==> src/source/kgp_risc_pkg.sv <==
package kgp_risc_pkg;

	////////////////////////////////////////////////////////////
	// Sizes
	////////////////////////////////////////////////////////////

	localparam int data_width      = 32;
	localparam int reg_addr_width  = 5;
	localparam int imem_depth      = 256;
	localparam int dmem_depth      = 256;
	localparam int mem_index_width = 8;

	// Return address register for bl
	localparam logic [reg_addr_width-1:0] link_reg = 5'd31;

	// Write address select
	localparam logic [1:0] dest_rd   = 2'd0;
	localparam logic [1:0] dest_rt   = 2'd1;
	localparam logic [1:0] dest_link = 2'd2;

	////////////////////////////////////////////////////////////
	// Opcodes and function codes
	////////////////////////////////////////////////////////////

	localparam logic [5:0] op_rtype = 6'd0;
	localparam logic [5:0] op_addi  = 6'd1;
	localparam logic [5:0] op_compi = 6'd2;
	localparam logic [5:0] op_lw    = 6'd3;
	localparam logic [5:0] op_sw    = 6'd4;
	localparam logic [5:0] op_b     = 6'd5;
	localparam logic [5:0] op_bl    = 6'd6;
	localparam logic [5:0] op_br    = 6'd7;
	localparam logic [5:0] op_bltz  = 6'd8;
	localparam logic [5:0] op_bz    = 6'd9;
	localparam logic [5:0] op_bnz   = 6'd10;
	localparam logic [5:0] op_bcy   = 6'd11;
	localparam logic [5:0] op_bncy  = 6'd12;
	localparam logic [5:0] op_halt  = 6'd63;

	localparam logic [5:0] fn_add   = 6'd0;
	localparam logic [5:0] fn_comp  = 6'd1;
	localparam logic [5:0] fn_and   = 6'd2;
	localparam logic [5:0] fn_xor   = 6'd3;
	localparam logic [5:0] fn_shll  = 6'd4;
	localparam logic [5:0] fn_shrl  = 6'd5;
	localparam logic [5:0] fn_shra  = 6'd6;
	localparam logic [5:0] fn_shllv = 6'd7;
	localparam logic [5:0] fn_shrlv = 6'd8;
	localparam logic [5:0] fn_shrav = 6'd9;

	typedef enum logic [3:0] {
		alu_add, alu_comp, alu_and, alu_xor,
		alu_shll, alu_shrl, alu_shra, alu_pass
	} alu_op_t;

	typedef enum logic [3:0] {
		br_none, br_jump, br_link, br_reg,
		br_ltz, br_zero, br_nonzero,
		br_carry, br_nocarry,
		br_halt
	} branch_kind_t;

	// One instruction word, three field layouts
	typedef union packed {
		struct packed {
			logic [5:0] opcode;
			logic [4:0] rs;
			logic [4:0] rt;
			logic [4:0] rd;
			logic [4:0] shamt;
			logic [5:0] func;
		} r;
		struct packed {
			logic [5:0]  opcode;
			logic [4:0]  rs;
			logic [4:0]  rt;
			logic [15:0] imm;
		} i;
		struct packed {
			logic [5:0]  opcode;
			logic [25:0] target;
		} j;
	} instr_t;

endpackage

==> src/source/alu.sv <==
module alu (
	input  logic [kgp_risc_pkg::data_width-1:0] a,
	input  logic [kgp_risc_pkg::data_width-1:0] b,
	input  logic [4:0]                          shift_amount,
	input  kgp_risc_pkg::alu_op_t               op,
	output logic [kgp_risc_pkg::data_width-1:0] result,
	output logic                                carry,
	output logic                                zero,
	output logic                                sign
);

	// One extra bit holds the carry out
	logic [kgp_risc_pkg::data_width:0] sum;
	logic [kgp_risc_pkg::data_width:0] negated;

	assign sum     = {1'b0, a} + {1'b0, b};
	assign negated = {1'b0, ~b} + 1'b1;

	always_comb begin
		result = a;
		carry  = 1'b0;
		case (op)
			kgp_risc_pkg::alu_add: begin
				result = sum[kgp_risc_pkg::data_width-1:0];
				carry  = sum[kgp_risc_pkg::data_width];
			end
			kgp_risc_pkg::alu_comp: begin
				result = negated[kgp_risc_pkg::data_width-1:0];
				carry  = negated[kgp_risc_pkg::data_width];
			end
			kgp_risc_pkg::alu_and: begin
				result = a & b;
			end
			kgp_risc_pkg::alu_xor: begin
				result = a ^ b;
			end
			kgp_risc_pkg::alu_shll: begin
				result = a << shift_amount;
			end
			kgp_risc_pkg::alu_shrl: begin
				result = a >> shift_amount;
			end
			kgp_risc_pkg::alu_shra: begin
				result = $signed(a) >>> shift_amount;
			end
			default: begin
				// Pass of a, used for the branch tests
				result = a;
			end
		endcase
	end

	assign zero = (result == '0);
	assign sign = result[kgp_risc_pkg::data_width-1];

	// Branch conditions rely on an untouched rs in pass mode
	always_comb begin
		assert final (op != kgp_risc_pkg::alu_pass || result == a)
			else $error("alu pass changed the operand");
	end

endmodule

==> config.mk <==
export PLATFORM = sky130hd
export DESIGN_NAME = alu
export DESIGN_NICKNAME = d
export VERILOG_FILES = /design/src/source/kgp_risc_pkg.sv /design/src/source/alu.sv
export SDC_FILE = /design/constraint.sdc
export NUM_CORES = 1
export LEC_CHECK = 0
export BUFFER_PORTS_ARGS = -buffer_cell sky130_fd_sc_hd__buf_2
export CAP_MARGIN = 20
export CORE_ASPECT_RATIO = 1.25
export CORE_MARGIN = 1
export CORE_UTILIZATION = 40
export DETAILED_ROUTE_END_ITERATION = 12
export PLACE_DENSITY_LB_ADDON = 0.2
export SYNTH_ARGS = -nofsm -noshare
export SYNTH_HDL_FRONTEND = slang
export SYNTH_SLANG_ARGS = --single-unit
==> constraint.sdc <==
create_clock -name vclk -period 4
set_input_delay 0.6 -clock vclk [all_inputs]
set_output_delay 0.6 -clock vclk [all_outputs]
set_load 0.01 [all_outputs]
[Word level (Yosys, flattened, before mapping)]
Index checks and enable logic that the tools add are counted.
Storage, ports and cells
  latch bits: 0
  bits in writable memories: 0
  input bits: 73
  output and inout bits: 35
  register bits after elaboration: 0
  memories kept: 0
  memory bits (read-only): 0
  word-level logic and storage cells: 18
Cells by class
  bitwise operators: 3
  reductions and logical operators: 2
  shift-type cells: 3
  muxes and demuxes: 2
  $lt $le $gt $ge: 0
  divide/modulo/power cells: 0
  $add $sub $neg: 2
  multipliers: 0
  equal/unequal tests: 6
Operators by type and width (number)
  $pmux 32 s7: 1
  $add 32x1->33 const B: 1
  $add 32x32->33: 1
  $and 32x32->32: 1
  $logic_not 32->1: 1
  $not 32->32: 1
  $shl 32x5->32: 1
  $shr 32x5->32: 1
  $sshr 32x5->32: 1
  $xor 32x32->32: 1
  $eq 4x3->1 const B: 3
  $eq 4x2->1 const B: 2
  $eq 4x1->1 const B: 1
  $logic_not 4->1: 1
  $pmux 1 s2: 1

[Logic depth before layout (Yosys ltp)]
Gate-level depths: netlist of run 1.
  depth in word-level cells: 4
  mapped depth: 17
  gate-level depth less buffers: 14

[Worst setup path after synthesis of run 1]
No wires, ideal clock.
  path type: input-to-output
  start point: input a[0] (netlist name)
  end point: output zero
  data arrival time: 3792 ps
  data required time: 3400 ps
  setup slack: -392 ps
  stages: 14
  cell sequence: ha_1 inv_1 fa_1 nand2b_1 a21oi_1 o311a_1 nor2_1 o31a_1 o21a_1 a2111o_1 or4_1 nor4_2 nand3b_1 nor4_2
Between the ends
  word-level cells in the longest chain between the ends: 3
  elaborated cells on any way between the ends: 8
RTL lines
  from (decl): RTL line alu.sv:2  | input logic [kgp_risc_pkg::data_width-1:0] a,
  $add 32x32->33 (tied with other cells): RTL line alu.sv:16  | assign sum = {1'b0, a} + {1'b0, b};
  $pmux 32 s7 *: RTL line alu.sv:22  | case (op)
  net result, one bit: RTL line alu.sv:6  | output logic [kgp_risc_pkg::data_width-1:0] result,
  $logic_not 32->1 *: RTL line alu.sv:53  | assign zero = (result == '0);
  to (decl): RTL line alu.sv:8  | output logic zero,
The timed path passes the listed nets; every way through them passes the cells marked *.

[Worst setup path in the final report of run 1]
  start point: input b[0] (netlist name)
  end point: output zero
Between the ends
  word-level cells in the longest chain between the ends: 4
  elaborated cells on any way between the ends: 7
RTL lines
  from (decl): RTL line alu.sv:3  | input logic [kgp_risc_pkg::data_width-1:0] b,
  $not 32->32: RTL line alu.sv:17  | assign negated = {1'b0, ~b} + 1'b1;
  $add 32x1->33: RTL line alu.sv:17
  $pmux 32 s7 *: RTL line alu.sv:22
  $logic_not 32->1 *: RTL line alu.sv:53
Every way passes the cells marked *; elsewhere a longest branch is shown, timed or not.

==> results of run 1 <==
[final timing paths]
kind / cells after the start / end / slack, ns
max: 15 / zero / -0.69
min: 5 / carry / 1.62
[layout by cell type, fill, tap and decap left out, types with 11 or more instances in the layout]
cell type	count
nand2_1	127
inv_1	22
nand4_1	16
buf_2	91
ha_4	18
mux4_2	45
buf_6	19
o211ai_1	26
xor2_1	20
nor3_1	37
a221oi_1	14
nand3b_1	11
mux2i_1	70
a31oi_1	29
nor2_1	97
buf_4	469
ha_1	15
a22oi_1	12
a21oi_1	58
nor2b_1	15
a21o_1	14
o21ai_0	50
o21a_1	12
mux2_2	22
nand3_1	42
o221ai_1	12
nand2b_1	11
xnor2_1	17
[cells by family after synthesis]
logic type,count (synthesis)
AOI/OAI and AO/OA,367
xor gates and xnor gates,38
adders and majority gates,34
buffers and inverters,142
muxes,144
and+or+nand+nor,455
[layout make-up]
type | count | area [sq um]
fillers | 1833 | 7070
well taps | 270 | 338
repair buffers | 590 | 4410
inverters | 27 | 108
multi-input cells | 1038 | 8400
[what timing repair did]
item	4_1_cts	5_1_grt
gates cloned	1	0
resized for setup	96	46
pin swaps	25	37
buffers inserted	14	12
setup endpoints to repair	11	12
hold buffers	0	0
[power breakdown]
group	switching [mW]	internal, mW	leakage [nW]
Sequential	0	0	0
Clock	0	0	0
Combinational	0.976	0.888	5.75
[routing by layer]
layer	vias up	share of wire (%)	track usage [%]
li1	5576	-	-
met1	6005	39	56.3
met2	855	45	72.1
met3	198	10	6.42
met4	0	5.9	21.4
met5	-	0	0
[metrics by stage]
stage	setup TNS (ns)	hold WS [ns]	power, mW
finish	-1.27	1.62	1.86
global route	-1.78	1.65	1.95
global placement	-3.06	1.64	1.64
floorplan	-0.283	1.35	0.809
detailed placement	-3.14	1.63	1.65
CTS	-0.989	1.63	1.76
==> impl_metrics.toml, run 1 <==
[status]
outcome = "finished, violations left"
violations = "setup timing"

[yosys]
syn_avg_cell_area_sq_um = 7.08
yosysMostFrequentCell = "nand2_1"
synth_compound_area_share_pct = 30.7
synth-xor-area-share_pct = 3.98
synth_nets = 1287
synth_top_family_by_area = "compound AO/OA/AOI/OAI gates"
synthTopCellsByArea = "mux4_2 (12%), mux2i_1 (8.6%), nand2_1 (5.7%)"
synthSimpleGateAreaFrac_pct = 27.5
yosysUniqueCellTypes = 90
synth_warnings = 0
netlist_area_sq_mm = 0.00836
yosys-top-cells-count = "nand2_1 (127), nor2_1 (100), clkbuf_1 (75)"
synthCells = 1180
yosysSeqAreaShare_pct = 0
synthAdderAreaFrac_pct = 5.18
synth_top_area_cell = "mux4_2"
synth_mux_area_share_pct = 25.3
synth_top_area_share_pct = 12.1

[drt]
viasPerCell = 6.56
drt-total-wl_um = 48700
route.vias.total = 12600
drcViolationCount = 0
first_pass_iters = 6
wire_per_inst_um = 25.3
drtIter0Drc = 1362
final_antenna_net_count = 0

[sta]
final-setup-viol-count = 5
hold_viol_final = 0
fmax_mhz = 213
maxSlewHeadroom_pct = 45.6
finalMaxSlewViolations = 0
min_period_ns = 4.69
worst_slack_ns = -0.694
max_slew.worst_pin.slew_ns = 0.809
finalCritPeriodShare_pct = 117
rsz0062_at_grt = "yes"

[job]
drv_cap = 0

[power]
ir_drop_mv = 0.0778
powerDensity_mw_per_mm2 = 141
total_leakage_power_nw = 5.75

[critical_path]
worstSetupStartpointType = "input port"
crit_type = "in -> out"
crit_family = "simple AND/OR/NAND/NOR gates"
endpoint_kind = "output pin"
cpPeakStageDelay_ns = 0.53
crit_required_ns = 3.40
cp-startpoint = "b[0]"
critPathArrivalTime_ns = 4.09
critPathBufInv = 4
path_cells = "buf_8 -> buf_6 -> or4_4 -> nor4_4 -> xnor2_1 -> a221oi_1 -> o211ai_1 -> a311oi_2 -> buf_4 -> a31o_2 -> nand4b_1 -> nor4_2 -> nand3b_1 -> nor4_4 -> buf_2"
path_max_fanout = 4
cpMostUsedCell = "nor4_4"
crit_slowest_cell = "or4_4"

[placement]
port_buffers = 108
pre_cts_ws_ns = -1.04
place_congestion = 1.10
placed_cell_area_sq_mm = 0.0123
dp_hpwl_um = 38900
placed_cells = 1898

[cells_and_area]
utilization_pct = 65.2
regArea_sq_um = 0
diodes = 0
nets = 1764
clkbuf_count = 0
fin_cells = 1925
drive_gt1_share_pct = 46.3
area_growth_pct = 58.5
design_area_sq_mm = 0.0133
seq_cells = 0

[hold_path]
hp-start = "b[31]"
hold_class = "in -> out"

[grt]
grt_pass1_wl_um = 72100
grt_max_degree = 32
grt_pass1_vias = 11900
grt_remaining_overflow = 0
grtUsageTotal_pct = 43.9
antenna_found_initial = 0

[die]
die_area_sq_mm = 0.0215
die_h_um = 164
rows = 58
initial_core_util_pct = 41.1
die_w_um = 131
core-area_sq_mm = 0.0203
io_pins = 108
(Power assumes the default switching activity.)
==> inputs of run 2 (changes only) <==
--- a/config.mk
+++ b/config.mk
@@ -7,11 +7,11 @@
 export LEC_CHECK = 0
 export BUFFER_PORTS_ARGS = -buffer_cell sky130_fd_sc_hd__buf_2
 export CAP_MARGIN = 20
-export CORE_ASPECT_RATIO = 1.25
 export CORE_MARGIN = 1
 export CORE_UTILIZATION = 40
 export DETAILED_ROUTE_END_ITERATION = 12
 export PLACE_DENSITY_LB_ADDON = 0.2
+export SKIP_LAST_GASP = 1
 export SYNTH_ARGS = -nofsm -noshare
 export SYNTH_HDL_FRONTEND = slang
 export SYNTH_SLANG_ARGS = --single-unit
==> run 2 against run 1 <==
Against the previous run:
- the flow still finishes with violations (setup timing)
- via count rose by 0.27%
- sequential share of layout area did not move
- wire length fell by 1.5%
- critical path depth rose by 3
- largest cell class unchanged
- core utilization fell by 0.41 points
- global-route usage fell by 0.13 points
- highest routed layer unchanged
- first-iteration DRC count rose by 24%
- critical path type unchanged
- hold slack improved by 0.019 ns
- maximum frequency fell by 1.8%
- final area fell by 0.41%
==> impl_metrics.toml, run 2 (synthesized netlist as in run 1, its figures left out) <==
[sta]
rsz0062_at_grt = "yes"
final-setup-viol-count = 5
whs_ns = 1.64
fmax_mhz = 209
final.setup.tns_ns = -1.03
min_period_ns = 4.78
worst_slack_ns = -0.781
finalMaxSlewViolations = 0
maxSlewHeadroom_pct = 46.5
hold_viol_final = 0
max_slew.worst_pin.slew_ns = 0.800
finalCritPeriodShare_pct = 120

[drt]
viasPerCell = 6.54
first_pass_iters = 6
drcViolationCount = 0
drt-total-wl_um = 48000
final_antenna_net_count = 0
drtIter0Drc = 1684
wire_per_inst_um = 24.8
route.vias.total = 12700

[grt]
grt_pass1_wl_um = 72900
grt_pass1_vias = 12100
grtUsageTotal_pct = 43.8
grt_remaining_overflow = 0
antenna_found_initial = 0
grt_max_degree = 26

[critical_path]
critPathArrivalTime_ns = 4.18
path_max_fanout = 13
path_cells = "buf_4 -> buf_4 -> buf_12 -> buf_4 -> nor2b_1 -> buf_4 -> o2bb2ai_1 -> buf_4 -> a32oi_1 -> o21ai_1 -> o21ai_1 -> a31oi_2 -> nor3_2 -> nand4_1 -> nor4_2 -> nand3b_1 -> nor4_4 -> buf_2"
cpPeakStageDelay_ns = 0.33
endpoint_kind = "output pin"
cp-startpoint = "shift_amount[0]"
crit_required_ns = 3.40
crit_slowest_cell = "nor4_2"
worstSetupStartpointType = "input port"
crit_type = "in -> out"
cpMostUsedCell = "buf_4"

[status]
violations = "setup timing"
outcome = "finished, violations left"

[hold_path]
worstHoldEndpoint = "carry"
hold_depth = 5
hp-start = "b[31]"
hold_class = "in -> out"

[power]
ir_drop_mv = 0.0943
total_leakage_power_nw = 5.79
powerDensity_mw_per_mm2 = 139
totalPowerFinal_mw = 1.84

[cells_and_area]
diodes = 0
clkbuf_count = 0
final_cell_mix = "buf_4 (483), nand2_1 (127), nor2_1 (98), buf_2 (89), mux2i_1 (71)"
nets = 1776
area_growth_pct = 57.9
fin_cells = 1937
regArea_sq_um = 0
drive_gt1_share_pct = 45.4
seq_cells = 0
layout_commonest_cell = "buf_4"

[placement]
port_buffers = 108
dp_hpwl_um = 39200
placed_cells = 1927
place_congestion = 1.13

[job]
drv_cap = 0

[die]
io_pins = 108
rows = 52
core-area_sq_mm = 0.0204
initial_core_util_pct = 41.0
die_area_sq_mm = 0.0215
die_w_um = 147
die_h_um = 147

[clocking]
hold_buffers = 0
==> run 2: repair_timing <==
| item | 4_1_cts | 5_1_grt |
|---|---|---|
| pin swaps | 31 | 16 |
| setup buffers | 8 | 4 |
| resized for setup | 76 | 39 |
| gates cloned | 0 | 0 |
| setup endpoints to repair | 11 | 11 |
==> run 2: routing by layer <==
layer	share of wire [%]	global-route usage (%)	wire length, um	vias up
met3	12	7.44	5560	142
met5	0	0	0	-
met1	40	59.6	19200	6052
li1	-	-	-	5601
met2	45	69.7	21400	873
met4	3.8	14.4	1810	0
==> run 2: worst max path at each step <==
stage	end	slack [ns]	cells after the start
final	zero	-0.78	18
after floorplan	zero	-0.28	14
after global routing	zero	-0.91	16
after global placement	zero	-0.85	15
after detailed placement	zero	-0.87	15
after CTS	zero	-0.69	18
==> run 2: final cells by class <==
type,count,area [sq um]
repair buffers,602,4530
inverters,27,101
well taps,270,338
fillers,1835,7170
multi-input cells,1038,8230
==> run 2: report_power, final <==
part           total, mW  switching, mW  leakage, nW  internal (mW)
registers              0              0            0              0
logic               1.84          0.960         5.79          0.881
clock network          0              0            0              0
total               1.84          0.960         5.79          0.881
==> run 2: worst max-delay path, delay by kind of cell <==
kind	cells	cell delay [ns]
simple gates	6	1.38
buf+inv	7	1.21
compound gates	5	0.99
==> run 2: metrics by stage <==
step | worst slack (ns) | utilization [%] | cell area (sq um)
after floorplan | -0.283 | - | 8370
after global placement | -0.847 | 61.7 | 12600
after detailed placement | -0.869 | 61.7 | 12600
after CTS | -0.690 | 63.9 | 13000
after global routing | -0.914 | 64.8 | 13200
final | -0.781 | 64.8 | 13200
==> inputs of run 3 (changes only) <==
--- a/config.mk
+++ b/config.mk
@@ -5,6 +5,7 @@
 export SDC_FILE = /design/constraint.sdc
 export NUM_CORES = 1
 export LEC_CHECK = 0
+export ABC_AREA = 1
 export BUFFER_PORTS_ARGS = -buffer_cell sky130_fd_sc_hd__buf_2
 export CAP_MARGIN = 20
 export CORE_MARGIN = 1
==> constraint.sdc (replaced) <==
create_clock -name vclk -period 5.8
set_input_delay 0.87 -clock vclk [all_inputs]
set_output_delay 0.87 -clock vclk [all_outputs]
set_load 0.01 [all_outputs]
==> run 3 against run 2 <==
Against the previous run:
- the flow now finishes without violations
- largest cell class unchanged
- global-route usage is 6.6 points lower
- wire length is 13% lower
- critical endpoint unchanged
- die area is 3.3% higher
- non-clock buffer count is 481 lower
==> impl_metrics.toml, run 3 <==
[status]
outcome = "finished clean"

[die]
initial_core_util_pct = 41.0
die_h_um = 149
io_pins = 108
rows = 53
die_w_um = 149
core-area_sq_mm = 0.0211
die_area_sq_mm = 0.0222

[cells_and_area]
final_cell_mix = "nand2_1 (618), nand3_1 (433), inv_1 (221), nor2_1 (184), buf_2 (108)"
fillCellCount = 2538
nets = 1998
clkbuf_count = 0
layout_commonest_cell = "nand2_1"
drive_gt1_share_pct = 11.0
seq_cells = 0
diodes = 0
area_growth_pct = 6.47
regArea_sq_um = 0

[yosys]
synth_warnings = 0
yosysMostFrequentCell = "nand2_1"
synthTopCellsByArea = "nand2_1 (27%), nand3_1 (25%), inv_1 (9.6%)"
yosysSeqAreaShare_pct = 0
yosys-top-cells-count = "nand2_1 (618), nand3_1 (433), inv_1 (221)"
yosysUniqueCellTypes = 41
synthCells = 1841
synth_nets = 1948
synth_top_area_share_pct = 26.8
synth_top_area_cell = "nand2_1"
netlist_area_sq_mm = 0.00864
syn_avg_cell_area_sq_um = 4.69

[sta]
final.setup.tns_ns = 0
finalMaxSlewViolations = 0
hold_viol_final = 0
rsz0062_at_grt = "no"
whs_ns = 2.22
finalCritPeriodShare_pct = 83.5
fmax_mhz = 207
max_slew.worst_pin.slew_ns = 0.751
min_period_ns = 4.84
final-setup-viol-count = 0
maxSlewHeadroom_pct = 49.7
worst_slack_ns = 0.958

[clocking]
hold_buffers = 0
ctsResizeCount = 0
post_cts_buffers = 0

[hold_path]
hold_class = "in -> out"

[power]
ir_drop_mv = 0.0344
total_leakage_power_nw = 5.17
powerDensity_mw_per_mm2 = 90.4

[drt]
wire_per_inst_um = 19.4
route.vias.total = 12500
first_pass_iters = 6
drtIter0Drc = 1800
drcViolationCount = 0
final_antenna_net_count = 0
viasPerCell = 5.80
drt-total-wl_um = 41900

[job]
drv_cap = 0

[grt]
grtUsageTotal_pct = 37.2
grt_pass1_vias = 11200
grt_max_degree = 68
grt_remaining_overflow = 0
antenna_found_initial = 0
grt_pass1_wl_um = 63400

[placement]
pre_cts_ws_ns = 1.09
dp_hpwl_um = 34400
place_congestion = 1.07
port_buffers = 108

[critical_path]
endpoint_kind = "output pin"
worstSetupStartpointType = "input port"
critPathArrivalTime_ns = 3.97
crit_type = "in -> out"
path_max_fanout = 34
crit_required_ns = 4.93
## run 3: per-stage QoR
| step | util [%] | instance area, sq um | std cells | power, mW |
|---|---|---|---|---|
| detailed placement | 43.6 | 9200 | 2164 | 0.804 |
| global placement | 43.6 | 9200 | 2164 | 0.802 |
| finish | 43.6 | 9200 | 2164 | 0.832 |
| global route | 43.6 | 9200 | 2164 | 0.914 |
| floorplan | - | 8640 | 1841 | 0.557 |
| CTS | 43.6 | 9200 | 2164 | 0.807 |
## run 3: critical path, cell delays in order
cell	delay (ns)
buf_2	0.53
inv_4	0.40
nand2_1	0.24
nand3_1	0.11
nand3_1	0.14
nand2_1	0.17
nand2_1	0.10
nand2_1	0.08
a21oi_1	0.15
nand3_1	0.13
nand2_1	0.11
nand2_1	0.05
nor2_1	0.11
nand2_1	0.07
nor2_1	0.31
nand3_1	0.12
nor2_1	0.12
buf_2	0.14
## run 3: worst paths after layout
path | start | to | slack (ns) | cells after the start
worst max-delay path | shift_amount[0] | zero | 0.96 | 18
worst min-delay path | a[22] | result[22] | 2.22 | 4
## run 3: layout make-up
cell class	instances	area [sq um]	area share (%)
inverter	230	868	9.44
multi-input combinational	1538	7330	79.6
timing repair buffer	121	663	7.21
tap	275	344	3.74
## run 3: metal layers
layer | track usage (%) | part of all wire [%] | wire length [um]
met1 | 51.5 | 42 | 17700
met2 | 59.3 | 44 | 18200
met3 | 3.09 | 9.4 | 3960
met4 | 14.4 | 4.7 | 1960
met5 | 0 | 0 | 0
## run 3: logic make-up after synthesis
logic type / synth area share [%]
buffers and inverters: 15.3
AND/OR/NAND/NOR: 71.6
AO/OA/AOI/OAI: 8.09
adder cells (fa/ha/maj): 5.01
## run 3: where the power goes
part	total (mW)	internal [mW]	switching [mW]	leakage [nW]
combinational	0.832	0.249	0.583	5.17
sequential	0	0	0	0
clock	0	0	0	0
